**src/hw/axi_mem_pkg.sv**
```systemverilog
package axi_mem_pkg;

    // address map
    localparam logic [31:0] flash_base  = 32'h3000_0000;
    localparam int          flash_words = 1024;
    localparam logic [31:0] sdram_base  = 32'ha000_0000;
    localparam int          sdram_words = 1024;
    localparam logic [31:0] uart_base   = 32'h1000_0000;
    // offset 0 is tx data, offset 4 is the sent count
    localparam int          uart_bytes  = 8;

    // word index wide enough for the deeper bank
    localparam int index_w = $clog2(flash_words > sdram_words ? flash_words : sdram_words);

    localparam logic [1:0] resp_okay   = 2'd0;
    localparam logic [1:0] resp_decerr = 2'd3;

    typedef enum logic [1:0] {
        region_flash,
        region_sdram,
        region_uart,
        region_none
    } region_t;

    typedef struct packed {
        logic [31:0] addr;
        logic [7:0]  len;
    } ar_chan_t;

    typedef struct packed {
        logic [31:0] data;
        logic [1:0]  resp;
        logic        last;
    } r_chan_t;

    typedef struct packed {
        logic [31:0] addr;
        logic [7:0]  len;
        logic [2:0]  size;
    } aw_chan_t;

    typedef struct packed {
        logic [31:0] data;
        logic [3:0]  strb;
        logic        last;
    } w_chan_t;

    typedef struct packed {
        logic [1:0] resp;
    } b_chan_t;

    typedef struct packed {
        logic               we;
        logic [index_w-1:0] index;
        logic [31:0]        data;
        logic [3:0]         strb;
    } mem_wr_t;

    typedef struct packed {
        logic               re;
        logic [index_w-1:0] index;
    } mem_rd_t;

endpackage

```
**src/hw/region_decoder.sv**
```systemverilog
`timescale 1ns/1ps

module region_decoder
    import axi_mem_pkg::*;
(
    input  logic [31:0]        addr,
    output region_t            region,
    output logic [index_w-1:0] index,
    output logic               uart_reg
);

    localparam logic [31:0] flash_top = flash_base + 32'(flash_words * 4);
    localparam logic [31:0] sdram_top = sdram_base + 32'(sdram_words * 4);
    localparam logic [31:0] uart_top  = uart_base + 32'(uart_bytes);

    logic [31:0] offset;

    always_comb begin
        region = region_none;
        offset = '0;
        if (addr >= flash_base && addr < flash_top) begin
            region = region_flash;
            offset = addr - flash_base;
        end else if (addr >= sdram_base && addr < sdram_top) begin
            region = region_sdram;
            offset = addr - sdram_base;
        end else if (addr >= uart_base && addr < uart_top) begin
            region = region_uart;
            offset = addr - uart_base;
        end
    end

    // byte offset to word index
    assign index = (region == region_uart) ? '0 : offset[index_w+1:2];

    // second word of the uart window is the count register
    assign uart_reg = (region == region_uart) && offset[2];

endmodule

```
**src/hw/axi_write_engine.sv**
```systemverilog
`timescale 1ns/1ps

module axi_write_engine
    import axi_mem_pkg::*;
(
    input  logic       clock,
    input  logic       rst,
    input  logic       aw_valid,
    output logic       aw_ready,
    input  aw_chan_t   aw,
    input  logic       w_valid,
    output logic       w_ready,
    input  w_chan_t    w,
    output logic       b_valid,
    input  logic       b_ready,
    output b_chan_t    b,
    output mem_wr_t    flash_wr,
    output mem_wr_t    sdram_wr,
    output logic       uart_we,
    output logic       uart_reg,
    output logic [7:0] uart_data
);

    typedef enum logic [1:0] {
        st_idle,
        st_commit,
        st_resp
    } state_t;

    state_t             state;
    logic               aw_held;
    logic               w_held;
    logic [31:0]        aw_addr;
    w_chan_t            w_q;
    logic               aw_hs;
    logic               w_hs;
    logic               commit;
    region_t            region;
    logic [index_w-1:0] index;

    region_decoder i_region_decoder (
        .addr     (aw_addr),
        .region   (region),
        .index    (index),
        .uart_reg (uart_reg)
    );

    // each channel closes once its beat is held
    assign aw_ready = !aw_held;
    assign w_ready  = !w_held;
    assign aw_hs    = aw_valid && aw_ready;
    assign w_hs     = w_valid && w_ready;

    always_ff @(posedge clock) begin
        if (rst) begin
            state   <= st_idle;
            aw_held <= 1'b0;
            w_held  <= 1'b0;
        end else begin
            case (state)
                st_idle: begin
                    if (aw_hs) begin
                        aw_held <= 1'b1;
                    end
                    if (w_hs) begin
                        w_held <= 1'b1;
                    end
                    // go as soon as the later of the two lands
                    if ((aw_held || aw_hs) && (w_held || w_hs)) begin
                        state <= st_commit;
                    end
                end
                st_commit: state <= st_resp;
                st_resp: begin
                    if (b_ready) begin
                        state   <= st_idle;
                        aw_held <= 1'b0;
                        w_held  <= 1'b0;
                    end
                end
                default: state <= st_idle;
            endcase
        end
    end

    always_ff @(posedge clock) begin
        if (aw_hs) begin
            aw_addr <= aw.addr;
        end
        if (w_hs) begin
            w_q <= w;
        end
    end

    assign commit = (state == st_commit);

    // at most one target sees we, none on a decode miss
    always_comb begin
        flash_wr.we    = commit && (region == region_flash);
        flash_wr.index = index;
        flash_wr.data  = w_q.data;
        flash_wr.strb  = w_q.strb;
        sdram_wr.we    = commit && (region == region_sdram);
        sdram_wr.index = index;
        sdram_wr.data  = w_q.data;
        sdram_wr.strb  = w_q.strb;
    end

    assign uart_we   = commit && (region == region_uart);
    assign uart_data = w_q.data[7:0];

    assign b_valid = (state == st_resp);
    assign b.resp  = (region == region_none) ? resp_decerr : resp_okay;

    a_aw_single: assert property (
        @(posedge clock) disable iff (rst)
        aw_hs |-> (aw.len == 8'd0 && aw.size == 3'd2)
    );

    a_w_last: assert property (
        @(posedge clock) disable iff (rst)
        w_hs |-> w.last
    );

endmodule

```
**config.mk**
```make
export PLATFORM = sky130hd
export DESIGN_NAME = axi_write_engine
export DESIGN_NICKNAME = d
export VERILOG_FILES = /design/src/hw/axi_mem_pkg.sv /design/src/hw/region_decoder.sv /design/src/hw/axi_write_engine.sv
export SDC_FILE = /design/constraint.sdc
export NUM_CORES = 1
export LEC_CHECK = 0
export BUFFER_PORTS_ARGS = -buffer_cell sky130_fd_sc_hd__buf_2
export CORE_ASPECT_RATIO = 1.25
export CORE_MARGIN = 2
export CORE_UTILIZATION = 40
export CTS_CLUSTER_SIZE = 10
export DETAILED_ROUTE_END_ITERATION = 7
export PLACE_DENSITY = 0.77
export SKIP_LAST_GASP = 1
export SYNTH_ARGS = -nofsm -noshare
export SYNTH_HDL_FRONTEND = slang
export SYNTH_SLANG_ARGS = --single-unit
```
**constraint.sdc**
```tcl
create_clock -name clock -period 5.55 [get_ports clock]
set_input_delay 0.555 -clock clock [delete_from_list [all_inputs] [get_ports clock]]
set_output_delay 0.555 -clock clock [all_outputs]
set_load 0.1 [all_outputs]
```
# Yosys cells after proc, flatten, opt, wreduce, memory -nomap -nowiden
# Cells that the tools add are included.
[totals] regBits=72 in_bits=85 output_inout_bits=109 word_cells=60
[classes] n_addsub=3 n_lt_le_gt_ge=6 n_eq_ne=9 n_mux=16 n_reduce_logical=20
[ops] op="12-bit two-way mux" count=3
[ops] op="12-bit by 1-bit subtractor with 12-bit output, second input constant" count=3
[ops] op="32-bit by 29-bit >= comparator with 1-bit output, second input constant" count=1
[ops] op="32-bit by 30-bit >= comparator with 1-bit output, second input constant" count=1
[ops] op="32-bit >= comparator, second input constant" count=1
[ops] op="32-bit by 29-bit less-than comparator with 1-bit output, second input constant" count=1
[ops] op="32-bit by 30-bit less-than comparator with 1-bit output, second input constant" count=1
[ops] op="32-bit less-than comparator, second input constant" count=1
[ops] op="1-bit logical AND" count=10
[ops] op="10-bit two-way mux" count=1
[ops] op="2-bit two-way mux" count=5
[ops] op="2-bit equality test, second input constant" count=3
[ops] op="2-bit != test, second input constant" count=3
[ops] op="2-bit one-hot mux with 3 select lines" count=1
[ops] op="3-bit AND reduction" count=2
[ops] op="2-bit by 1-bit equality test with 1-bit output, second input constant" count=2
[ops] op="2-bit logical NOT" count=2
[ops] op="1-bit two-way mux" count=4
[ops] op="1-bit one-hot mux with 2 select lines" count=2
[ops] op="1-bit logical NOT" count=2
[ops] op="1-bit logical OR" count=2
[ops] op="2-bit by 1-bit != test with 1-bit output, second input constant" count=1
[ops] op="2-bit AND reduction" count=1
[ops] op="2-bit nonzero test" count=1

# Depth between registers and ports, before layout
[depth] ltp_word=7 ltp_mapped=5 mapped_depth_nobuf=3

# Modules after synthesis
# A second synthesis with hierarchy kept.
[unflattened] cells_unflattened=187 area_unflattened_um2=2939.1
[by_module_without_submodules] module="axi_write_engine" n_inst=1 cells_each=148 area_per_inst_um2=2676.3 seq_area_each_um2=2122.0
[by_module_without_submodules] module="region_decoder" n_inst=1 cells_each=39 area_per_inst_um2=262.8 seq_area_each_um2=0.0

# Worst setup path after synthesis
# No wires, ideal clock.
[synth_timing] kind="flip-flop to output port" start="reg aw_addr[14]" end="out sdram_wr[38] (netlist bit)" arrival_ns=3.582 required_ns=4.995 setup_slack_ns=1.413 stages_incl_launch_ff=5 n_path_buf=1 path_cell_list="edfxtp_1 -> nor4_2 -> nand4_2 -> nor3_1 -> buf_4"
[synth_lines] item="start, declared" line_no="axi_write_engine.sv:33" rtl="logic [31:0] aw_addr;"
[synth_lines] item="start signal, assigned" line_no="axi_write_engine.sv:88" rtl="aw_addr <= aw.addr;"
[synth_lines] item="end, declared" line_no="axi_write_engine.sv:18" rtl="output mem_wr_t sdram_wr,"

==> out/results.txt <==
Run status -> finished, final reports clean
Worst slack at placement -> 2890 ps
DR vias/cell -> 4.29
Part of the power in registers -> 0.441
Post-Synthesis Mean Instance Area -> 15.6 µm²
PortBufs -> 179
Cell internal pwr -> 0.912 mW
Data required time at the worst endpoint -> 4990 ps
Slew Viols, Final -> 0
Fin crit share -> 0.546
Fin worst setup slack -> 2520 ps
Most common cell after layout, fill and taps aside -> buf_2
Area leader, netlist -> edfxtp_1
RR Endpoint -> flash_wr[2]
I/O pin cnt -> 194
Layout Skew -> 7.63 ps
Min-delay src -> aw[31]
Die footprint -> 0.00792 mm²
Gpl congestion -> 0.703
Pre-Repair DR Iteration Count -> 4
WHS Endpoint -> aw_addr[20]
P_sw -> 0.549 mW
Nets@finish -> 404
Initial Util -> 0.414
Reg-to-reg startpoint -> w_held
Non-Filler Instances -> 415
Critical path class -> reg2out
Core Util, Final -> 0.530
# resized after CTS -> 0
Synthesized area -> 0.00289 mm²
Max Buffers Root-to-Sink -> 2
Area share of the largest cell type after synthesis -> 0.686
CP Max Fanout -> 15
Final Hold Vio Count -> 0
Net switching fraction of the power -> 0.376
Grt total ovfl -> 0
CTS tree -> done
Filler Cell Count -> 600
Vias -> 1,780
RSZ-0062 raised after global routing -> no
PwrDens -> 395 mW/mm²
Final setup TNS -> 0 ps
Post-DRT Antenna Nets -> 0
Minimum clock period -> 3030 ps
Cell variety after synth -> 23
Clock Latency Late Sink -> 340 ps
Syn Nets -> 270
Fmax -> 330 MHz
DRC -> 0
Pin count of the biggest net entering global routing -> 37
Yosys synthesis warning count -> 0
Root Buffer -> clkbuf_8
Core Area -> 0.00698 mm²
Floorplan row count -> 34
Leak pwr -> 1.65 nW
Crit end category -> output pin
R2R depth -> 1
Combinational share of power -> 0.274
Worst Max-Slew Pin Slew -> 930 ps
Critical path arrival -> 2470 ps
Antenna violations before repair -> 1
Type of the most critical hold path -> in2reg
Flop2flop setup slack -> 4050 ps
Setup bufs post-CTS -> 0
Routed wire length -> 5.51 mm
Peak supply drop -> 0.223 mV
Total GRT Usage -> 0.141
Maxcap violations -> 0
Part of the Yosys area used for sequential elements -> 0.714
Yosys reg bits -> 70
Part of the power in the clock network -> 0.285
Setup Viol. Count Final -> 0
Placed cells -> 398
CTS clk-pin slew, worst paths -> 70 ps
Max_slew headroom -> 0.379
Die X-Extent -> 80.0 µm
Cts-stage hold buffer count -> 0
Nature of the critical path startpoint -> register
Die Ht -> 99.0 µm
First-pass GRT wire length -> 8.05 mm
Clock Sinks -> 70
Area contributors post-synth -> edfxtp_1 69%, buf_4 14%, nor3_2 3.5%
Post-Synthesis Cells -> 185
H-tree depth -> 3
CTS Buf Count -> 9
Area grow syn2layout -> 28.0%
Vias in the first global route -> 1,709
WL/cell -> 13.3 µm
Initial detailed-routing violation count -> 31
Fraction of layout cells with a size suffix above 1 -> 0.654
HPWL after detailed placement -> 4.42 mm
Hold depth -> 1
Commonest cells after routing, fill and taps aside -> 179 x buf_2, 66 x edfxtp_1, 12 x inv_1
==> worst max-delay path, cell delays in order, from the launching register on <==
cell	delay, ps
edfxtp_1	400
nor4_2	360
nand4_2	470
nor3_1	410
buf_2	490
==> state kept, by name, indices dropped and copies added, names as in the netlist <==
signal and cells:
aw_held 1, aw_addr 30, flash_wr 36, state 2, w_held 1
==> worst max path at each step <==
stage | depth (start not counted) | startpoint | to
2_1_floorplan | 4 | aw_addr[14] | sdram_wr[38]
3_3_place_gp | 4 | aw_addr[24] | sdram_wr[38]
3_5_place_dp | 4 | aw_addr[24] | sdram_wr[38]
4_1_cts | 4 | aw_addr[14] | sdram_wr[38]
5_1_grt | 4 | aw_addr[14] | flash_wr[38]
6_report | 4 | aw_addr[14] | flash_wr[38]
==> per-layer routing <==
layer / routed length, µm / GRT usage / up-vias
li1: - / - / 871
met1: 1690 / 0.126 / 786
met2: 3080 / 0.260 / 114
met3: 625 / 0.0586 / 9
met4: 119 / 0.0769 / 0
met5: 0 / 0 / -
==> synth_stat cells <==
| master | instances |
|---|---|
| nand2_1 | 3 |
| buf_6 | 1 |
| nand4_1 | 1 |
| buf_4 | 55 |
| a21o_1 | 3 |
| buf_2 | 1 |
| nor4_1 | 3 |
| nor3b_1 | 1 |
| edfxtp_1 | 66 |
| or4bb_1 | 1 |
| a21oi_1 | 3 |
| nor4_2 | 4 |
| nor3_1 | 4 |
| nor3_2 | 10 |
| nand4_2 | 1 |
| nor2b_1 | 3 |
| o22ai_1 | 1 |
| inv_1 | 12 |
| nand2b_1 | 5 |
| xor2_1 | 1 |
| dfxtp_1 | 4 |
| nand3b_1 | 1 |
| nor2_1 | 1 |
==> metrics by stage <==
| step | total power [mW] | hold WS (ps) | cell area (µm²) |
|---|---|---|---|
| after floorplan | 1.02 | 450 | 2890 |
| after global placement | 1.05 | 486 | 3480 |
| after detailed placement | 1.06 | 492 | 3480 |
| after CTS | 1.48 | 363 | 3690 |
| after global routing | 1.51 | 360 | 3690 |
| final | 1.46 | 384 | 3700 |
==> power by group through the flow <==
stage / sequential [mW] / clock (mW) / combinational (mW)
after floorplan: 0.784 / 0 / 0.232
after global placement: 0.654 / 0 / 0.400
after detailed placement: 0.656 / 0 / 0.402
after CTS: 0.645 / 0.431 / 0.403
after global routing: 0.649 / 0.452 / 0.413
final: 0.644 / 0.417 / 0.400
==> layout make-up <==
cell class / count / area [µm²] / share of cell area
Antenna cell: 1 / 2.50 / 0.000677
Clock buffer: 12 / 155 / 0.0420
Clock inverter: 4 / 53.8 / 0.0146
Inverter: 12 / 45.0 / 0.0122
Multi-Input combinational cell: 46 / 362 / 0.0978
Sequential cell: 70 / 2060 / 0.558
Tap cell: 90 / 113 / 0.0305
Timing Repair Buffer: 180 / 903 / 0.244
==> kinds of logic after synthesis <==
| kind of cell | Yosys count | synth area share |
|---|---|---|
| flip-flops | 70 | 0.714 |
| buffers and inverters | 69 | 0.164 |
| AND/OR/NAND/NOR | 38 | 0.104 |
| AO/OA/AOI/OAI | 7 | 0.0152 |
| XOR/XNOR | 1 | 0.00303 |
Power figures use the tool's default switching activity.
