--- src/hw/axi_mem_pkg.sv ---
package axi_mem_pkg;

    // address map
    localparam logic [31:0] flash_base  = 32'h3000_0000;
    localparam int          flash_words = 1024;
    localparam logic [31:0] sdram_base  = 32'ha000_0000;
    localparam int          sdram_words = 1024;
    localparam logic [31:0] uart_base   = 32'h1000_0000;
    // offset 0 is tx data, offset 4 is the sent count
    localparam int          uart_bytes  = 8;

    // word index wide enough for the deeper bank
    localparam int index_w = $clog2(flash_words > sdram_words ? flash_words : sdram_words);

    localparam logic [1:0] resp_okay   = 2'd0;
    localparam logic [1:0] resp_decerr = 2'd3;

    typedef enum logic [1:0] {
        region_flash,
        region_sdram,
        region_uart,
        region_none
    } region_t;

    typedef struct packed {
        logic [31:0] addr;
        logic [7:0]  len;
    } ar_chan_t;

    typedef struct packed {
        logic [31:0] data;
        logic [1:0]  resp;
        logic        last;
    } r_chan_t;

    typedef struct packed {
        logic [31:0] addr;
        logic [7:0]  len;
        logic [2:0]  size;
    } aw_chan_t;

    typedef struct packed {
        logic [31:0] data;
        logic [3:0]  strb;
        logic        last;
    } w_chan_t;

    typedef struct packed {
        logic [1:0] resp;
    } b_chan_t;

    typedef struct packed {
        logic               we;
        logic [index_w-1:0] index;
        logic [31:0]        data;
        logic [3:0]         strb;
    } mem_wr_t;

    typedef struct packed {
        logic               re;
        logic [index_w-1:0] index;
    } mem_rd_t;

endpackage

--- src/hw/region_decoder.sv ---
`timescale 1ns/1ps

module region_decoder
    import axi_mem_pkg::*;
(
    input  logic [31:0]        addr,
    output region_t            region,
    output logic [index_w-1:0] index,
    output logic               uart_reg
);

    localparam logic [31:0] flash_top = flash_base + 32'(flash_words * 4);
    localparam logic [31:0] sdram_top = sdram_base + 32'(sdram_words * 4);
    localparam logic [31:0] uart_top  = uart_base + 32'(uart_bytes);

    logic [31:0] offset;

    always_comb begin
        region = region_none;
        offset = '0;
        if (addr >= flash_base && addr < flash_top) begin
            region = region_flash;
            offset = addr - flash_base;
        end else if (addr >= sdram_base && addr < sdram_top) begin
            region = region_sdram;
            offset = addr - sdram_base;
        end else if (addr >= uart_base && addr < uart_top) begin
            region = region_uart;
            offset = addr - uart_base;
        end
    end

    // byte offset to word index
    assign index = (region == region_uart) ? '0 : offset[index_w+1:2];

    // second word of the uart window is the count register
    assign uart_reg = (region == region_uart) && offset[2];

endmodule

--- src/hw/axi_read_engine.sv ---
`timescale 1ns/1ps

module axi_read_engine
    import axi_mem_pkg::*;
(
    input  logic        clock,
    input  logic        rst,
    input  logic        ar_valid,
    output logic        ar_ready,
    input  ar_chan_t    ar,
    output logic        r_valid,
    input  logic        r_ready,
    output r_chan_t     r,
    output mem_rd_t     flash_rd,
    input  logic [31:0] flash_rdata,
    output mem_rd_t     sdram_rd,
    input  logic [31:0] sdram_rdata,
    input  logic [31:0] uart_count
);

    typedef enum logic [1:0] {
        st_idle,
        st_fetch,
        st_data
    } state_t;

    state_t             state;
    logic               issued;
    logic [31:0]        addr_q;
    logic [7:0]         len_q;
    logic [7:0]         beat_q;
    region_t            region;
    logic [index_w-1:0] index;
    logic               uart_reg;
    logic               issue;
    r_chan_t            r_next;

    region_decoder i_region_decoder (
        .addr     (addr_q),
        .region   (region),
        .index    (index),
        .uart_reg (uart_reg)
    );

    // first fetch cycle sends the request, second one sees the bank word
    assign issue = (state == st_fetch) && !issued;

    always_comb begin
        flash_rd.re    = issue && (region == region_flash);
        flash_rd.index = index;
        sdram_rd.re    = issue && (region == region_sdram);
        sdram_rd.index = index;
    end

    // beat data source
    always_comb begin
        r_next.data = '0;
        r_next.resp = resp_okay;
        r_next.last = (beat_q == len_q);
        case (region)
            region_flash: r_next.data = flash_rdata;
            region_sdram: r_next.data = sdram_rdata;
            region_uart: begin
                if (uart_reg) begin
                    r_next.data = uart_count;
                end
            end
            default: r_next.resp = resp_decerr;
        endcase
    end

    always_ff @(posedge clock) begin
        if (rst) begin
            state  <= st_idle;
            issued <= 1'b0;
        end else begin
            case (state)
                st_idle: begin
                    if (ar_valid) begin
                        state  <= st_fetch;
                        issued <= 1'b0;
                    end
                end
                st_fetch: begin
                    if (!issued) begin
                        issued <= 1'b1;
                    end else begin
                        state <= st_data;
                    end
                end
                st_data: begin
                    if (r_ready) begin
                        state  <= r.last ? st_idle : st_fetch;
                        issued <= 1'b0;
                    end
                end
                default: state <= st_idle;
            endcase
        end
    end

    // burst address, beat count and the r register
    always_ff @(posedge clock) begin
        if (state == st_idle && ar_valid) begin
            addr_q <= ar.addr;
            len_q  <= ar.len;
            beat_q <= '0;
        end
        if (state == st_fetch && issued) begin
            r <= r_next;
        end
        if (state == st_data && r_ready && !r.last) begin
            addr_q <= addr_q + 32'd4;
            beat_q <= beat_q + 8'd1;
        end
    end

    assign ar_ready = (state == st_idle);
    assign r_valid  = (state == st_data);

    a_r_stable: assert property (
        @(posedge clock) disable iff (rst)
        (r_valid && !r_ready) |=> (r_valid && $stable(r))
    );

endmodule

--- config.mk ---
export PLATFORM = sky130hd
export DESIGN_NAME = axi_read_engine
export DESIGN_NICKNAME = d
export VERILOG_FILES = /design/src/hw/axi_mem_pkg.sv /design/src/hw/region_decoder.sv /design/src/hw/axi_read_engine.sv
export SDC_FILE = /design/constraint.sdc
export NUM_CORES = 1
export LEC_CHECK = 0
export ABC_AREA = 0
export BUFFER_PORTS_ARGS = -buffer_cell sky130_fd_sc_hd__clkbuf_2
export CAP_MARGIN = 20
export CORE_UTILIZATION = 43
export CTS_CLUSTER_DIAMETER = 60
export CTS_CLUSTER_SIZE = 10
export DETAILED_ROUTE_END_ITERATION = 10
export PLACE_DENSITY = 0.87
export SLEW_MARGIN = 25
export SYNTH_ARGS = -nofsm -noshare
export SYNTH_HDL_FRONTEND = slang
export SYNTH_SLANG_ARGS = --single-unit
--- constraint.sdc ---
create_clock -name clock -period 2 [get_ports clock]
set_input_delay 0.1 -clock clock [delete_from_list [all_inputs] [get_ports clock]]
set_output_delay 0.1 -clock clock [all_outputs]
set_load 0.005 [all_outputs]
=== Word-level counts from Yosys, hierarchy flattened ===
Index checks and enable logic that the tools add are counted.

* Register bits: 86
* Input port bits: 140
* Logic and storage cells: 69
* Output and inout port bits: 59

* Eq/ne operators: 8
* Mux-type cells: 22
* Add/subtract/negate cells: 5
* Reductions and logical operators: 20
* $lt $le $gt $ge: 6

{| class="wikitable"
|+ Operators with widths
! operator !! count
|-
| two-way mux 32 bit || 3
|-
| one-hot mux 32 bit (3 select lines) || 1
|-
| two-way mux 12 bit || 3
|-
| subtractor 12 x 1 -> 12 bit, second input constant || 3
|-
| adder 32 x 3 -> 32 bit, second input constant || 1
|-
| greater-or-equal comparator 32 x 29 -> 1 bit, second input constant || 1
|-
| greater-or-equal comparator 32 x 30 -> 1 bit, second input constant || 1
|-
| greater-or-equal comparator 32 bit, second input constant || 1
|-
| less-than comparator 32 x 29 -> 1 bit, second input constant || 1
|-
| less-than comparator 32 x 30 -> 1 bit, second input constant || 1
|-
| less-than comparator 32 bit, second input constant || 1
|-
| two-way mux 8 bit || 2
|-
| two-way mux 2 bit || 6
|-
| logical AND 1 bit || 11
|-
| two-way mux 10 bit || 1
|-
| adder 8 x 1 -> 8 bit, second input constant || 1
|-
| equality test 8 bit || 1
|-
| one-hot mux 2 bit (3 select lines) || 1
|-
| AND reduction 3 bit || 2
|-
| equality test 2 x 1 -> 1 bit, second input constant || 2
|-
| equality test 2 bit, second input constant || 2
|-
| logical NOT 2 bit || 2
|-
| two-way mux 1 bit || 4
|-
| != test 2 bit, second input constant || 2
|-
| other kinds (6) || 7
|}

=== Depth between registers and ports, before layout ===
* Depth after elaboration: 9
* Gate-level depth with buffers: 8
* Gate-level depth less buffers: 6

=== Hierarchy ===
A second synthesis with hierarchy kept.

* Cells, all modules: 491
* Area total of the unflattened synthesis: 4978.5 um2

{| class="wikitable"
|+ Modules (own cells, without submodules)
! module !! times used !! seq. area each (um2) !! cells an instance !! area an instance (um2)
|-
| axi_read_engine || 1 || 2522.4 || 452 || 4715.8
|-
| region_decoder || 1 || 0.0 || 39 || 262.8
|}

=== Least setup slack after synthesis ===
OpenSTA, ideal clock, no wires.

* Path kind: register -> register
* Start point: register state[1]
* End point: register addr_q[10], enable pin
* Cell stages (with the launch flop): 5
* Period minus slack after synthesis: 2.267 ns
* Path buffers: 1
* Setup time: 0.396 ns
* Required time: 1.604 ns
* Data arrival time: 1.871 ns
* Setup slack: -0.267 ns
* Cell sequence: dfxtp_1 > nor2b_1 > nand3b_1 > clkbuf_1 > nand2_1

* Longest elaborated chain between the ends: 4
* Elaborated cells between the ends (all ways): 6
* Classes of those cells: 1 x eq/ne; 5 x reduce/logical

{| class="wikitable"
|+ Ends and longest elaborated chain
! item !! RTL line !! RTL
|-
| from (decl) || axi_read_engine.sv:27 || <nowiki>state_t state;</nowiki>
|-
| from (signal assigned) || axi_read_engine.sv:74 || <nowiki>state <= st_idle;</nowiki>
|-
| from (signal assigned) || axi_read_engine.sv:80 || <nowiki>state <= st_fetch;</nowiki>
|-
| from (signal assigned) || axi_read_engine.sv:88 || <nowiki>state <= st_data;</nowiki>
|-
| equality test 2 bit || -- ||
|-
| named net r_valid || axi_read_engine.sv:11 || <nowiki>output logic r_valid,</nowiki>
|-
| logical AND 1 bit (2 in a row) || axi_read_engine.sv:112 || <nowiki>if (state == st_data && r_ready && !r.last) begin</nowiki>
|-
| nonzero test 2 bit (no line) || -- ||
|-
| to (signal assigned) || axi_read_engine.sv:105 || <nowiki>addr_q <= ar.addr;</nowiki>
|-
| to (signal assigned) || axi_read_engine.sv:113 || <nowiki>addr_q <= addr_q + 32'd4;</nowiki>
|-
| to (decl) || axi_read_engine.sv:29 || <nowiki>logic [31:0] addr_q;</nowiki>
|}

The timed path passes the listed nets, and every way through them passes these cells.
A chain may end at the register's enable or synchronous reset.

==> results.toml <==
[yosys]
syn-num-nets = 549
synth_top_cell_by_area = "edfxtp_1"
ys_seq_elements = 83
yosys.area.top_type_share_pct = 52.36
synth.distinct_cells = 41
synth_warnings = 0
seq_area_frac_synth_pct = 53.67
syn_avg_cell_area_um2 = 11.30
synthArstFlopShare_pct = 0
post-synth-top-count-cell = "edfxtp_1"
syn_area_um2 = 4588
synthFlopType = "edfxtp_1"
yosys-top-cells-area = "edfxtp_1 52%, a221o_1 6.5%, and2_1 5.9%, xor2_1 4.8%, nand2_1 3.7%"
synth_cells = 406
synth_common_cells = "80 x edfxtp_1, 45 x nand2_1, 43 x and2_1, 30 x a221o_1, 29 x o21ai_0"
synth_edf_count = 80

[flow_run]
drv_cap = 0

[sta]
maxSlewViolCount = 0
rsz0062_at_grt = "true"
fin_crit_ns = 2.399
finalHoldViolations = 0
slew_headroom_pct = 61.24
setup_violations = 54
clock_skew_ns = 0.009327
holdWs_ns = 0.01797
fmax_ghz = 0.4168
fin_ws_ns = -0.3991
fin_crit_sh_pct = 120.0
worst_pin_slew_ns = 0.5801
finalSetupTns_ns = -16.05

[power_and_ir_drop]
power_switching_w = 0.0009583
power_frac_comb_pct = 11.7
ir_drop_v = 0.0004418
power_w = 0.004186
power_frac_seq_pct = 50.0
p_clk_share_pct = 38.4
internal_power_w = 0.003228
powerDensity_nw_per_um2 = 640.7
switching_share_pct = 22.89
power.leakage_nw = 2.848

[clocking]
cts_tree = "done"
clock_latency_ns = 0.36
cts.sink_count = 83
root_buffer = "clkbuf_8"
clk_pin_slew_ns = 0.09
htree_levels = 3
cts_buffer_depth = 2
cts_buffers = 9

[worst_setup_path]
arrival_ns = 2.30
cp-end-kind = "output port"
worstPathMaxFanout = 5
start_kind = "register"
crit_required_ns = 1.90
critPathKind = "reg2out"

[place]
dp_cells = 740
gp_congestion = 0.8736
dp_slack_ns = -0.09964
dp_hpwl_um = 9408
portBuffers = 196

[finish]
finalNonFillerCells = 779
drive_above_1_share_pct = 44.48
n_antenna_cell = 0
synthToLayoutAreaGrowth_pct = 42.41
fin_nets = 781

[drt]
wl_per_cell_um = 16.74
drt_wl_total_um = 13040
drc = 0
vias_per_cell = 5.302
ant_nets = 0
first_pass_iters = 5
drt_iter0_drc = 241
dr_total_vias = 4130

[die]
die_width_um = 105.3
core-area_um2 = 10320
num_rows = 37
initial_core_util_pct = 44.44
io_pins = 199
die_y_um = 105.3
die_area_um2 = 11090

[outcome]
violations = "setup timing"
status = "finished, violations left"

[global_route]
grt-ovfl-total = 0
grt_max_degree = 69
grtUsageTotal_pct = 22.99
grt_pass1_wl_um = 19640
grt_pass1_vias = 4042
antenna_found_initial = 0

[worst_hold_path]
hold_class = "in2reg"
## sequential cells by signal, summed over array words and instances, names as in the netlist
| register | flops |
|---|---|
| addr_q | 30 |
| r | 34 |
| state | 2 |
| beat_q | 8 |
| issued | 1 |
| len_q | 8 |
## power by group through the flow
stage                     logic (W)  clock network (W)  registers, W
final                      0.000488            0.00161       0.00209
after global routing       0.000529            0.00167       0.00210
after CTS                  0.000478            0.00163       0.00209
after detailed placement   0.000455                  0       0.00213
after global placement     0.000438                  0       0.00212
after floorplan            0.000177                  0       0.00213
## critical path, cell delays in order (launching register included)
cell      delay (ns)
edfxtp_1        0.42
or4_4           0.53
nand3b_4        0.19
or2_4           0.28
a21oi_4         0.13
buf_4           0.16
and2_4          0.14
clkbuf_2        0.11
## final timing paths
kind | slack, ns | end | cells past startpoint | from
worst min register to register | 0.52 | issued$_SDFFE_PP0P_ | 2 | issued$_SDFFE_PP0P_
worst max-delay path | -0.40 | sdram_rd[5] | 7 | addr_q[21]$_DFFE_PP_
worst min-delay path | 0.02 | addr_q[19]$_DFFE_PP_ | 3 | ar[27]
worst max register to register | -0.26 | r[7]$_DFFE_PP_ | 8 | addr_q[21]$_DFFE_PP_
## what timing repair did
action                                  4_1_cts  5_1_grt
pin swaps                                     8       11
hold buffers                                  9        0
buffers inserted                              6        5
endpoints found under the hold margin        11        0
endpoints found under the setup margin       49       60
resized for setup                            13       20
cloned                                        3        0
## through the flow
stage	cell area, um2	util, %
CTS	6385	61.85
finish	6534	63.29
global route	6534	63.29
global placement	5883	56.99
detailed placement	5883	56.99
floorplan	4591	-
## metal layers
metal / share of wire, % / wire (um) / GRT usage (%) / vias up
li1: - / - / - / 1954
met3: 6.0 / 787 / 3.649 / 35
met4: 3.4 / 441 / 10.66 / 0
met2: 52 / 6775 / 40.93 / 201
met5: 0 / 0 / 0 / -
met1: 39 / 5035 / 27.09 / 1940
## layout make-up
| cell class | count | area (um2) |
|---|---|---|
| Tap cell | 136 | 170.2 |
| Fill cell | 810 | 3790 |
| Multi-Input combinational cell | 286 | 1976 |
| Inverter | 6 | 22.52 |
| Clock inverter | 6 | 136.4 |
| Timing Repair Buffer | 252 | 1639 |
| Clock buffer | 10 | 127.6 |
| Sequential cell | 83 | 2462 |
## layout by cell type, fill, tap and decap left out, drive strengths merged, types with 4 or more instances in the layout
master,count
nor4,6
xor2,25
buf,57
nand4,13
bufinv,4
nand2,45
clkbuf,196
o21ai,30
a221o,32
edfxtp,80
xnor2,17
and2,43
and3,5
nor2,21
nor3,6
dlygate4sd3,9
nand3,20
nor2b,4
inv,7
## cells by family (layout without fill, tap and decap cells)
kind of cell             Yosys count  after routing  share of synthesized area (%)
AO/OA/AOI/OAI                     67             67                          11.02
XOR/XNOR                          42             42                          8.017
adder cells (fa/ha/maj)            3              3                         0.8182
buffers and inverters             37            274                          4.636
flip-flops                        83             83                          53.67
AND/OR/NAND/NOR                  174            174                          21.84
Power figures use the tool's default switching activity.
