==> config.mk <==
export PLATFORM = sky130hd
export DESIGN_NAME = uart_sink
export DESIGN_NICKNAME = d
export VERILOG_FILES = /design/src/hw/uart_sink.sv
export SDC_FILE = /design/constraint.sdc
export NUM_CORES = 1
export LEC_CHECK = 0
export BUFFER_PORTS_ARGS = -buffer_cell sky130_fd_sc_hd__buf_2
export CAP_MARGIN = 20
export CORE_MARGIN = 5
export CORE_UTILIZATION = 50
export CTS_BUF_LIST = sky130_fd_sc_hd__clkbuf_16
export DETAILED_ROUTE_END_ITERATION = 16
export GPL_ROUTABILITY_DRIVEN = 1
export PLACE_DENSITY_LB_ADDON = 0.25
export SYNTH_ARGS = -nofsm -noshare
export SYNTH_HDL_FRONTEND = slang
export SYNTH_SLANG_ARGS = --single-unit
==> constraint.sdc <==
create_clock -name clock -period 2.5 [get_ports clock]
set_clock_uncertainty 0.1 [all_clocks]
set_input_delay 0.5 -clock clock [delete_from_list [all_inputs] [get_ports clock]]
set_output_delay 0.5 -clock clock [all_outputs]
set_load 0.005 [all_outputs]
==> src/hw/uart_sink.sv <==
`timescale 1ns/1ps

module uart_sink (
    input  logic        clock,
    input  logic        rst,
    input  logic        we,
    input  logic        reg_sel,
    input  logic [7:0]  wdata,
    output logic        uart_valid,
    output logic [7:0]  uart_char,
    output logic [31:0] uart_count
);

    // strobe and sent count
    always_ff @(posedge clock) begin
        if (rst) begin
            uart_valid <= 1'b0;
            uart_count <= '0;
        end else begin
            uart_valid <= we && !reg_sel;
            if (we && reg_sel) begin
                uart_count <= '0;
            end else if (we) begin
                uart_count <= uart_count + 32'd1;
            end
        end
    end

    // low byte of the latest data register write
    always_ff @(posedge clock) begin
        if (we && !reg_sel) begin
            uart_char <= wdata;
        end
    end

    // the write engine spends at least a resp cycle between commits
    a_single_strobe: assert property (
        @(posedge clock) disable iff (rst)
        uart_valid |=> !uart_valid
    );

endmodule

Word-level counts from Yosys, hierarchy flattened. Cells that the tools add are included.

Flip-flop bits (word level): 41. Logic and storage cells: 8. Bits of input ports: 12. Output and inout port bits: 41.

$add $sub $neg: 1. Reductions and logical operators: 4.

Operator list (number): adder 32 x 1 -> 32 bit (second input constant) (1); logical AND 1 bit (2); OR reduction 2 bit (1); logical NOT 1 bit (1).

Longest topological paths before layout. Gate-level depths: netlist (run 1).

Depth in word-level cells: 2. Gate-level depth with buffers: 7.

Worst setup path after synthesis (run 1). No wires, ideal clock.

Kind: input to register. Start: in we. End: reg uart_count[15]. Path slack: 423 ps. Cell stages on the path: 7. Arrival time: 1907 ps. Path buffers: 3. Cells stage by stage: buf_2 -> nand4_1 -> or3_1 -> clkbuf_1 -> buf_2 -> or3_1 -> a21oi_1.

Cells in the longest elaborated chain, start to end: 2.

RTL lines: start, declared (RTL line 6) `input logic we,`; logical AND 1 bit (RTL line 21) `if (we && reg_sel) begin`; OR reduction 2 bit (no line); end signal, assigned (RTL line 24) `uart_count <= uart_count + 32'd1;`; end, declared (RTL line 11) `output logic [31:0] uart_count`.

Several ways; a longest one is shown, not always the timed one. A chain may end at the register's enable or synchronous reset.

Final worst setup path (run 1).
Start: reg uart_count[1]. End: reg uart_count[26].

Cells in the longest elaborated chain, start to end: 1.

RTL lines (RTL line): adder 32 x 1 -> 32 bit (24).

Every way passes these cells.

==> flow_summary_export.csv, run 1 <==
group,metric,value,unit
logic_synthesis,yosysWarningCount,0,
placed_design,dp_cells,279,
die,die_h,69.5,µm
logic_synthesis,synth_seq_cells,41,
clocking,cts_buffers,5,
hold_path,worstHoldPathType,"in2reg",
critical_path,reg2regPathDepth,5,
finish,fin_cells,287,
clocking,clock_latency,0.28,ns
critical_path,critPathMaxFanout,18,
grt,gr-total-overflow,0,
placed_design,dp_hpwl,2750,µm
critical_path,critical_path_class,"reg2reg",
logic_synthesis,syn_avg_cell_area,9.43,µm²
power,fin_total_pwr,1.34,mW
drt,ant_nets,0,
critical_path,r2r_start,"uart_count[1]$_SDFFE_PP0P_",
sta,finalCriticalPeriod,2.28,ns
drt,first_pass_iters,5,
drt,vias_per_cell,5.61,
critical_path,cp-end-kind,"flop",
finish,diodes,0,
sta,tns,0,ns
sta,tightest_slew,0.668,ns
hold_path,holdPathStages,2,
sta,maxSlewViolCount,0,
sta,setup_viol,0,
drt,drt-initial-drc-count,72,
sta,rsz0062_at_grt,"no",
finish,synthToLayoutAreaGrowth,24.6,%
die,start_util,52.3,%
clocking,clockBufferDepth,2,
status,status,"completed",
critical_path,r2r_end,"uart_count[26]$_SDFFE_PP0P_",
drt,drc_errors,0,
finish,layout_common_cells,"buf_2 (52), dfxtp_1 (33), a21oi_1 (19)",
finish,drive_above_1_share,27.0,%
critical_path,critPathLaunchType,"flop",
finish,nets,253,
placed_design,place_area,2070,µm²
logic_synthesis,ys_types,28,
flow_run,cap_violations,0,
hold_path,whs_endpoint,"uart_valid$_SDFF_PP0_",
power,p_per_area,605,nW/µm²
sta,hold_violations,0,
die,die_x,69.5,µm
clocking,root_buffer,"clkbuf_16",
power,peakVddDrop,0.424,mV
placed_design,place.gp.congestion,0.787,
grt,grt_pass1_wl,6880,µm
drt,wl_per_cell,14.0,µm
die,die-area,4840,µm²
die,core_area,3390,µm²
critical_path,worstPathRequired,2.61,ns
logic_synthesis,netlist_area,1770,µm²
finish,n_fill_cell,301,
critical_path,reg2reg_slack,0.22,ns
power,cellLeakagePower,0.817,nW
grt,grt_max_degree,19,
clocking,clock-sinks,41,
drt,via_count,1610,
grt,grt_pass1_vias,1457,
clocking,cts_resized,0,
finish,final_common_cell,"buf_2",
hold_path,worstHoldStart,"rst",
sta,fmax,0.438,GHz
grt,track_usage,17.2,%
clocking,cts_tree,"yes",
clocking,clk_pin_slew_worst_paths,0.05,ns
die,pin_count,53,
sta,finalCritPeriodShare,91.4,%
sta,max-slew-margin-rel,55.4,%
logic_synthesis,seq_area_frac_synth,50.8,%
finish,final_area,2210,µm²
die,num_rows,21,
clocking,cts_hold_buf,0,
placed_design,io_buffers,52,
logic_synthesis,synthCells,188,
grt,antenna_found_initial,0,
drt,wl,4000,µm
clocking,cts.htree.levels,2,
clocking,cts_setup_buffers,0,
critical_path,arrival,2.39,ns
logic_synthesis,syn-num-nets,201,
cell families after synthesis:
family	after synthesis	share of synthesized area (%)
and+or+nand+nor	76	24.4
adders and majority gates	1	0.706
DFF	41	50.8
muxes	2	1.20
buffers and inverters	18	4.45
AOI/OAI and AO/OA	39	13.0
xor gates and xnor gates	11	5.43
Yosys cell counts:
cell	count	area [µm²]
nor3_1	2	10.0
dfxtp_1	33	661
and4_2	1	10.0
ha_1	1	12.5
o31ai_1	13	97.6
nand3_1	10	50.1
xor2_1	3	26.3
or4_1	14	105
buf_6	1	11.3
nor4_2	1	12.5
nor2b_1	2	12.5
edfxtp_1	8	240
buf_2	3	15.0
mux2_1	1	11.3
mux2i_1	1	10.0
nor2_1	14	52.6
clkbuf_1	6	22.5
a21oi_1	19	95.1
a21o_1	1	7.51
nor4_1	4	25.0
o21ai_0	6	30.0
nand4_1	8	50.1
nand2_1	10	37.5
or3_1	8	50.1
and4_1	2	17.5
xnor2_1	8	70.1
buf_1	2	7.51
inv_1	6	22.5
registers in the layout, indices dropped and copies added, names as in the netlist:
signal      count
uart_char       8
uart_count     32
uart_valid      1
worst max-delay path by stage:
stage | start | endpoint | slack (ns) | cells after the start
3_3_place_gp | we | uart_count[31]$_SDFFE_PP0P_ | 0.30 | 5
4_1_cts | uart_count[1]$_SDFFE_PP0P_ | uart_count[28]$_SDFFE_PP0P_ | 0.22 | 5
5_1_grt | uart_count[1]$_SDFFE_PP0P_ | uart_count[30]$_SDFFE_PP0P_ | 0.04 | 5
3_5_place_dp | we | uart_count[28]$_SDFFE_PP0P_ | 0.26 | 5
2_1_floorplan | we | uart_count[15]$_SDFFE_PP0P_ | 0.42 | 7
6_report | uart_count[1]$_SDFFE_PP0P_ | uart_count[26]$_SDFFE_PP0P_ | 0.22 | 5
power breakdown:
group / switching, mW / internal [mW] / total, mW
logic: 0.0277 / 0.0236 / 0.0513
registers: 0.00372 / 0.687 / 0.690
clock network: 0.234 / 0.360 / 0.594
total: 0.265 / 1.07 / 1.34
layer usage:
metal / global-route usage (%) / vias to the layer above / wire, µm / part of all wire, %
li1: - / 805 / - / -
met1: 21.7 / 760 / 1770 / 44
met2: 27.3 / 41 / 1980 / 50
met3: 5.51 / 4 / 214 / 5.3
met4: 6.29 / 0 / 36 / 0.90
met5: 0 / - / 0 / 0
metrics by stage:
stage,utilization [%],setup WS [ns],hold WS (ns)
after floorplan,-,0.423,0.381
after global placement,61.1,0.300,0.388
after detailed placement,61.1,0.264,0.389
after CTS,65.2,0.223,0.288
after global routing,65.2,0.0416,0.289
final,65.2,0.216,0.292
worst max-delay path, stage by stage (launching register included):
cell,delay (ns)
dfxtp_1,0.42
ha_1,0.24
nand2_1,0.15
or3_1,0.58
or4_1,0.58
a21oi_1,0.15
layout make-up:
cell class	instances	area (µm²)	area share [%]
clock buffer	5	125	5.66
clock inverter	3	12.5	0.566
inverter	6	22.5	1.02
multi-input combinational	129	793	35.9
sequential	41	901	40.8
tap	46	57.6	2.60
timing repair buffer	57	298	13.5
(Power assumes the default switching activity.)
==> run 2, diff against run 1 <==
Settings changed: CELL_PAD_IN_SITES_DETAIL_PLACEMENT set to 0, CELL_PAD_IN_SITES_GLOBAL_PLACEMENT set to 1, CORE_UTILIZATION 50 to 34.
Clock period 2.5 ns to 1.95 ns, I/O delays scaled along.
==> run 2 against run 1 <==
  * Worst setup slack worse by 0.16 ns
  * Critical endpoint is now uart_count[30]$_SDFFE_PP0P_
  * Largest cell class unchanged
  * Final cell count up 21%
  * Combinational power is 40% higher
  * Register-to-register slack worse by 0.16 ns
  * First-iteration DRC count fell by 9.7%
  * Global-route usage shrank 3.9 points
==> flow_summary_export.csv, run 2 (synthesis gave the netlist of run 1 again) <==
group,metric,value,unit
sta,finalCriticalPeriod,1.90,ns
drt,via_count,1719,
hold_path,worstHoldPathType,"in2reg",
grt,grt_pass1_vias,1490,
power,power_switching,0.347,mW
clocking,cts.htree.levels,2,
finish,drive_above_1_share,45.0,%
critical_path,critPathLaunchType,"flop",
finish,multi_input_area,825,µm²
finish,final_common_cell,"buf_2",
placed_design,place.gp.congestion,0.715,
placed_design,io_buffers,52,
hold_path,worstHoldStart,"wdata[7]",
grt,grt_max_degree,22,
power,internal_power,1.37,mW
status,status,"completed",
sta,hold_violations,0,
hold_path,holdPathStages,1,
finish,layout_common_cells,"buf_2 (52), buf_4 (39), dfxtp_1 (17)",
placed_design,dp_hpwl,3120,µm
drt,wl,4300,µm
finish,nets,290,
clocking,root_buffer,"clkbuf_16",
power,power_frac_comb,4.2,%
clocking,cts_buffers,5,
grt,antenna_found_initial,0,
placed_design,place_area,2370,µm²
sta,setup_viol,0,
flow_run,cap_violations,0,
critical_path,slowest_stage,"or4_4",
finish,largest-register,"uart_count",
clocking,clock-sinks,41,
drt,first_pass_iters,4,
drt,wl_per_cell,12.3,µm
drt,ant_nets,0,
power,power.share.switching,20.2,%
clocking,clockBufferDepth,2,
critical_path,critical_path_class,"reg2reg",
finish,diodes,0,
finish,reg_top3,"uart_count (32), uart_char (8), uart_valid (1)",
sta,rsz0062_at_grt,"yes",
hold_path,whs_endpoint,"uart_char[7]$_DFFE_PP_",
critical_path,arrival,2.02,ns
power,peakVddDrop,0.317,mV
finish,fin_util,51.4,%
critical_path,reg2reg_slack,0.05,ns
drt,drc_errors,0,
drt,drt-initial-drc-count,65,
power,p_seq_share,51.2,%
critical_path,cp-end-kind,"flop",
sta,worst_slack,0.0537,ns
critical_path,worstPathRequired,2.07,ns
finish,n_fill_cell,507,
die,core_area,5070,µm²
critical_path,r2r_start,"uart_count[16]$_SDFFE_PP0P_",
grt,gr-total-overflow,0,
sta,maxSlewViolCount,0,
finish,final_area,2610,µm²
critical_path,critPathMaxFanout,9,
sta,fmax,0.527,GHz
finish,synthToLayoutAreaGrowth,47.1,%
clocking,cts_tree,"yes",
die,die_h,82.2,µm
clocking,cts_hold_buf,0,
die,die-area,6760,µm²
placed_design,pre_cts_slack,-0.0724,ns
clocking,clock_latency,0.28,ns
grt,grt_pass1_wl,6830,µm
finish,seqCellArea,926,µm²
power,clkPwrFrac,44.6,%
drt,vias_per_cell,4.94,
die,die_x,82.2,µm
critical_path,worstPathCellList,"nand4_1, or4_4, buf_12, or4_1, a21oi_2",
power,p_per_area,660,nW/µm²
finish,largest_register_ffs,32,
sta,finalCritPeriodShare,97.2,%
sta,max-slew-margin-rel,75.8,%
critical_path,reg2regPathDepth,5,
die,start_util,34.9,%
sta,tightest_slew,0.360,ns
die,num_rows,26,
critical_path,max_stage_delay,0.52,ns
clocking,clk_pin_slew_worst_paths,0.06,ns
power,cellLeakagePower,1.05,nW
critical_path,r2r_end,"uart_count[30]$_SDFFE_PP0P_",
die,pin_count,53,
sta,hold_ws,0.183,ns
grt,track_usage,13.2,%
-- run 2: power groups by stage --
stage	clock [mW]	combinational, mW	sequential, mW
after floorplan	0	0.0248	0.905
after global placement	0	0.0714	0.899
final	0.768	0.0716	0.882
after detailed placement	0	0.0715	0.900
after CTS	0.799	0.0719	0.882
after global routing	0.838	0.0789	0.883
-- run 2: worst max path at each step --
stage | from | to | slack (ns) | cells after the start
after detailed placement | we | uart_count[31]$_SDFFE_PP0P_ | -0.07 | 6
final | uart_count[16]$_SDFFE_PP0P_ | uart_count[30]$_SDFFE_PP0P_ | 0.05 | 5
after floorplan | uart_count[16]$_SDFFE_PP0P_ | uart_count[31]$_SDFFE_PP0P_ | -0.02 | 6
after global placement | we | uart_count[31]$_SDFFE_PP0P_ | -0.01 | 6
after global routing | uart_count[17]$_SDFFE_PP0P_ | uart_count[27]$_SDFFE_PP0P_ | -0.003 | 5
after CTS | uart_count[22]$_SDFFE_PP0P_ | uart_count[31]$_SDFFE_PP0P_ | 0.03 | 5
-- run 2: what timing repair did --
| action | 4_1_cts | 5_1_grt |
|---|---|---|
| gates resized for setup | 0 | 12 |
| buffers inserted | 0 | 3 |
| endpoints found under the setup margin | 0 | 13 |
-- run 2: layout make-up --
class                           instances  share of cell area (%)
Tap cell                               70                    3.36
Sequential cell                        41                    35.5
Multi-Input combinational cell        129                    31.6
Clock buffer                            5                    4.80
Clock inverter                          3                   0.528
Inverter                                6                   0.863
Timing Repair Buffer                   94                    23.4
-- run 2: through the flow --
stage	TNS (ns)	instances	power, mW
finish	0	348	1.72
global route	-0.00325	348	1.80
CTS	0	344	1.75
detailed placement	-0.619	336	0.972
global placement	-0.0383	336	0.971
floorplan	-0.0188	188	0.930
-- run 2: critical path: cells and delay by family, from the launching register on --
kind	cells	cell delay [ns]
AOI/OAI and AO/OA	1	0.12
buffers and inverters	1	0.15
DFF	1	0.34
and+or+nand+nor	3	1.12
-- run 2: metal layers --
layer	global-route usage [%]	vias up	share of wire [%]
met5	0	-	0
met4	5.98	0	1.6
met3	4.23	8	5.6
met2	20.8	39	49
met1	16.5	794	43
li1	-	878	-
==> run 3, diff against run 2 <==
Clock period 1.95 ns to 1.7 ns, I/O delays scaled along.
==> run 3 against run 2 <==
  * The flow now finishes with violations (negative setup slack)
  * Clock power is 16% higher
  * Register-to-register slack worse by 0.27 ns
  * Routed wire length increased by 16%
  * Total power up 15%
  * Cell area is 11% higher
  * Critical path type unchanged
  * Highest routed layer unchanged
==> flow_summary_export.csv, run 3 (synthesis gave the netlist of run 1 again) <==
group,metric,value,unit
status,status,"complete, but fails checks",
status,violations,"negative setup slack",
grt,track_usage,15.4,%
finish,layout_common_cells,"buf_2 (55), buf_4 (49), dfxtp_2 (19)",
drt,wl,5000,µm
hold_path,whs_endpoint,"uart_valid$_SDFF_PP0_",
drt,via_count,1840,
hold_path,holdPathStages,2,
placed_design,pre_cts_slack,-0.288,ns
flow_run,cap_violations,0,
sta,setup_viol,18,
finish,final_area,2900,µm²
finish,fin_cells,369,
critical_path,r2r_start,"uart_count[13]$_SDFFE_PP0P_",
sta,tns,-1.92,ns
critical_path,arrival,2.03,ns
drt,drc_errors,0,
critical_path,critical_path_class,"reg2reg",
clocking,clock_latency,0.28,ns
finish,drive_above_1_share,58.2,%
clocking,root_buffer,"clkbuf_16",
drt,dr_wl_met2,2590,µm
critical_path,r2r_end,"uart_count[26]$_SDFFE_PP0P_",
drt,top_layer,"met4",
sta,hold_ws,0.129,ns
sta,maxSlewViolCount,0,
placed_design,place.gp.congestion,0.724,
placed_design,io_buffers,52,
finish,largest_register_ffs,32,
drt,first_pass_iters,4,
placed_design,dp_cells,343,
finish,n_fill_cell,465,
die,pin_count,53,
finish,nets,311,
drt,wl_met1,2150,µm
grt,grt_max_degree,13,
die,core_area,5070,µm²
drt,ant_nets,0,
finish,final_common_cell,"buf_2",
grt,grt_pass1_vias,1700,
finish,fin_util,57.1,%
placed_design,place_area,2450,µm²
sta,worst_slack,-0.215,ns
power,cellLeakagePower,1.18,nW
drt,wl_met3,198,µm
clocking,cts.htree.levels,2,
die,die_h,82.2,µm
power,fin_total_pwr,1.99,mW
placed_design,dp_hpwl,3270,µm
critical_path,worstPathRequired,1.82,ns
hold_path,worstHoldPathType,"in2reg",
grt,antenna_found_initial,0,
clocking,clock-sinks,41,
power,power.share.switching,20.6,%
power,power_switching,0.409,mW
sta,fmax,0.522,GHz
sta,rsz0062_at_grt,"yes",
clocking,cts_buffers,5,
finish,diodes,0,
drt,wl_per_cell,13.6,µm
finish,synthToLayoutAreaGrowth,63.5,%
drt,vias_per_cell,4.99,
sta,finalCriticalPeriod,1.91,ns
power,clkPwrFrac,44.7,%
drt,drt-initial-drc-count,121,
grt,gr-total-overflow,0,
critical_path,reg2reg_slack,-0.21,ns
power,peakVddDrop,0.433,mV
clocking,clockBufferDepth,2,
critical_path,reg2regPathDepth,5,
die,num_rows,26,
grt,grt_pass1_wl,7930,µm
sta,max-slew-margin-rel,76.8,%
sta,hold_violations,0,
die,die_x,82.2,µm
sta,finalCritPeriodShare,113,%
clocking,cts_hold_buf,0,
finish,seqCellArea,940,µm²
clocking,clk_pin_slew_worst_paths,0.06,ns
power,power_frac_comb,4.3,%
critical_path,critPathMaxFanout,8,
critical_path,cp-end-kind,"flop",
clocking,cts_tree,"yes",
finish,multi_input_area,941,µm²
hold_path,worstHoldStart,"rst",
power,p_seq_share,51.0,%
power,internal_power,1.58,mW
die,die-area,6760,µm²
sta,tightest_slew,0.345,ns
die,start_util,34.9,%
power,p_per_area,685,nW/µm²
finish,largest-register,"uart_count",
critical_path,critPathLaunchType,"flop",
finish,reg_top3,"uart_count (32), uart_char (8), uart_valid (1)",
==> run 3: cell count changes in the layout (fill, tap and decap cells not counted), sizes merged <==
cell    previous run  this run
inv                7         6
clkinv             2         3
clkbuf             6         5
buf               93       115
==> run 3: final cells by class <==
type / count / area share, %
Sequential cell: 41 / 32.4
Tap cell: 70 / 3.02
Timing Repair Buffer: 115 / 26.6
Clock inverter: 3 / 0.432
Inverter: 6 / 0.777
Multi-Input combinational cell: 129 / 32.5
Clock buffer: 5 / 4.32
==> run 3: critical path, cell delays in order, from the launching register on <==
cell     delay, ns
dfxtp_2       0.33
nand3_2       0.08
or4_4         0.55
buf_6         0.16
or4_4         0.51
a21oi_2       0.13
==> run 3: power groups by stage <==
stage	Sequential [mW]	Clock [mW]	Combinational, mW
after global routing	1.01	0.956	0.0949
after floorplan	1.04	0	0.0317
after global placement	1.03	0	0.0837
final	1.01	0.888	0.0861
after CTS	1.01	0.907	0.0846
after detailed placement	1.03	0	0.0837
==> run 3: worst max path at each step <==
stage,from,to
4_1_cts,uart_count[22]$_SDFFE_PP0P_,uart_count[31]$_SDFFE_PP0P_
3_3_place_gp,we,uart_count[26]$_SDFFE_PP0P_
6_report,uart_count[13]$_SDFFE_PP0P_,uart_count[26]$_SDFFE_PP0P_
5_1_grt,uart_count[9]$_SDFFE_PP0P_,uart_count[26]$_SDFFE_PP0P_
3_5_place_dp,we,uart_count[31]$_SDFFE_PP0P_
2_1_floorplan,uart_count[16]$_SDFFE_PP0P_,uart_count[31]$_SDFFE_PP0P_
==> run 3: timing repair <==
action,CTS,global route
resized for setup,28,21
setup endpoints to repair,18,18
buffers inserted,11,5
pin swaps,15,16
gates cloned,3,0
==> run 3: metal layers <==
metal	track usage, %	vias to the layer above
li1	-	920
met1	18.5	883
met2	26.7	32
met3	3.80	5
met4	4.98	0
met5	0	-
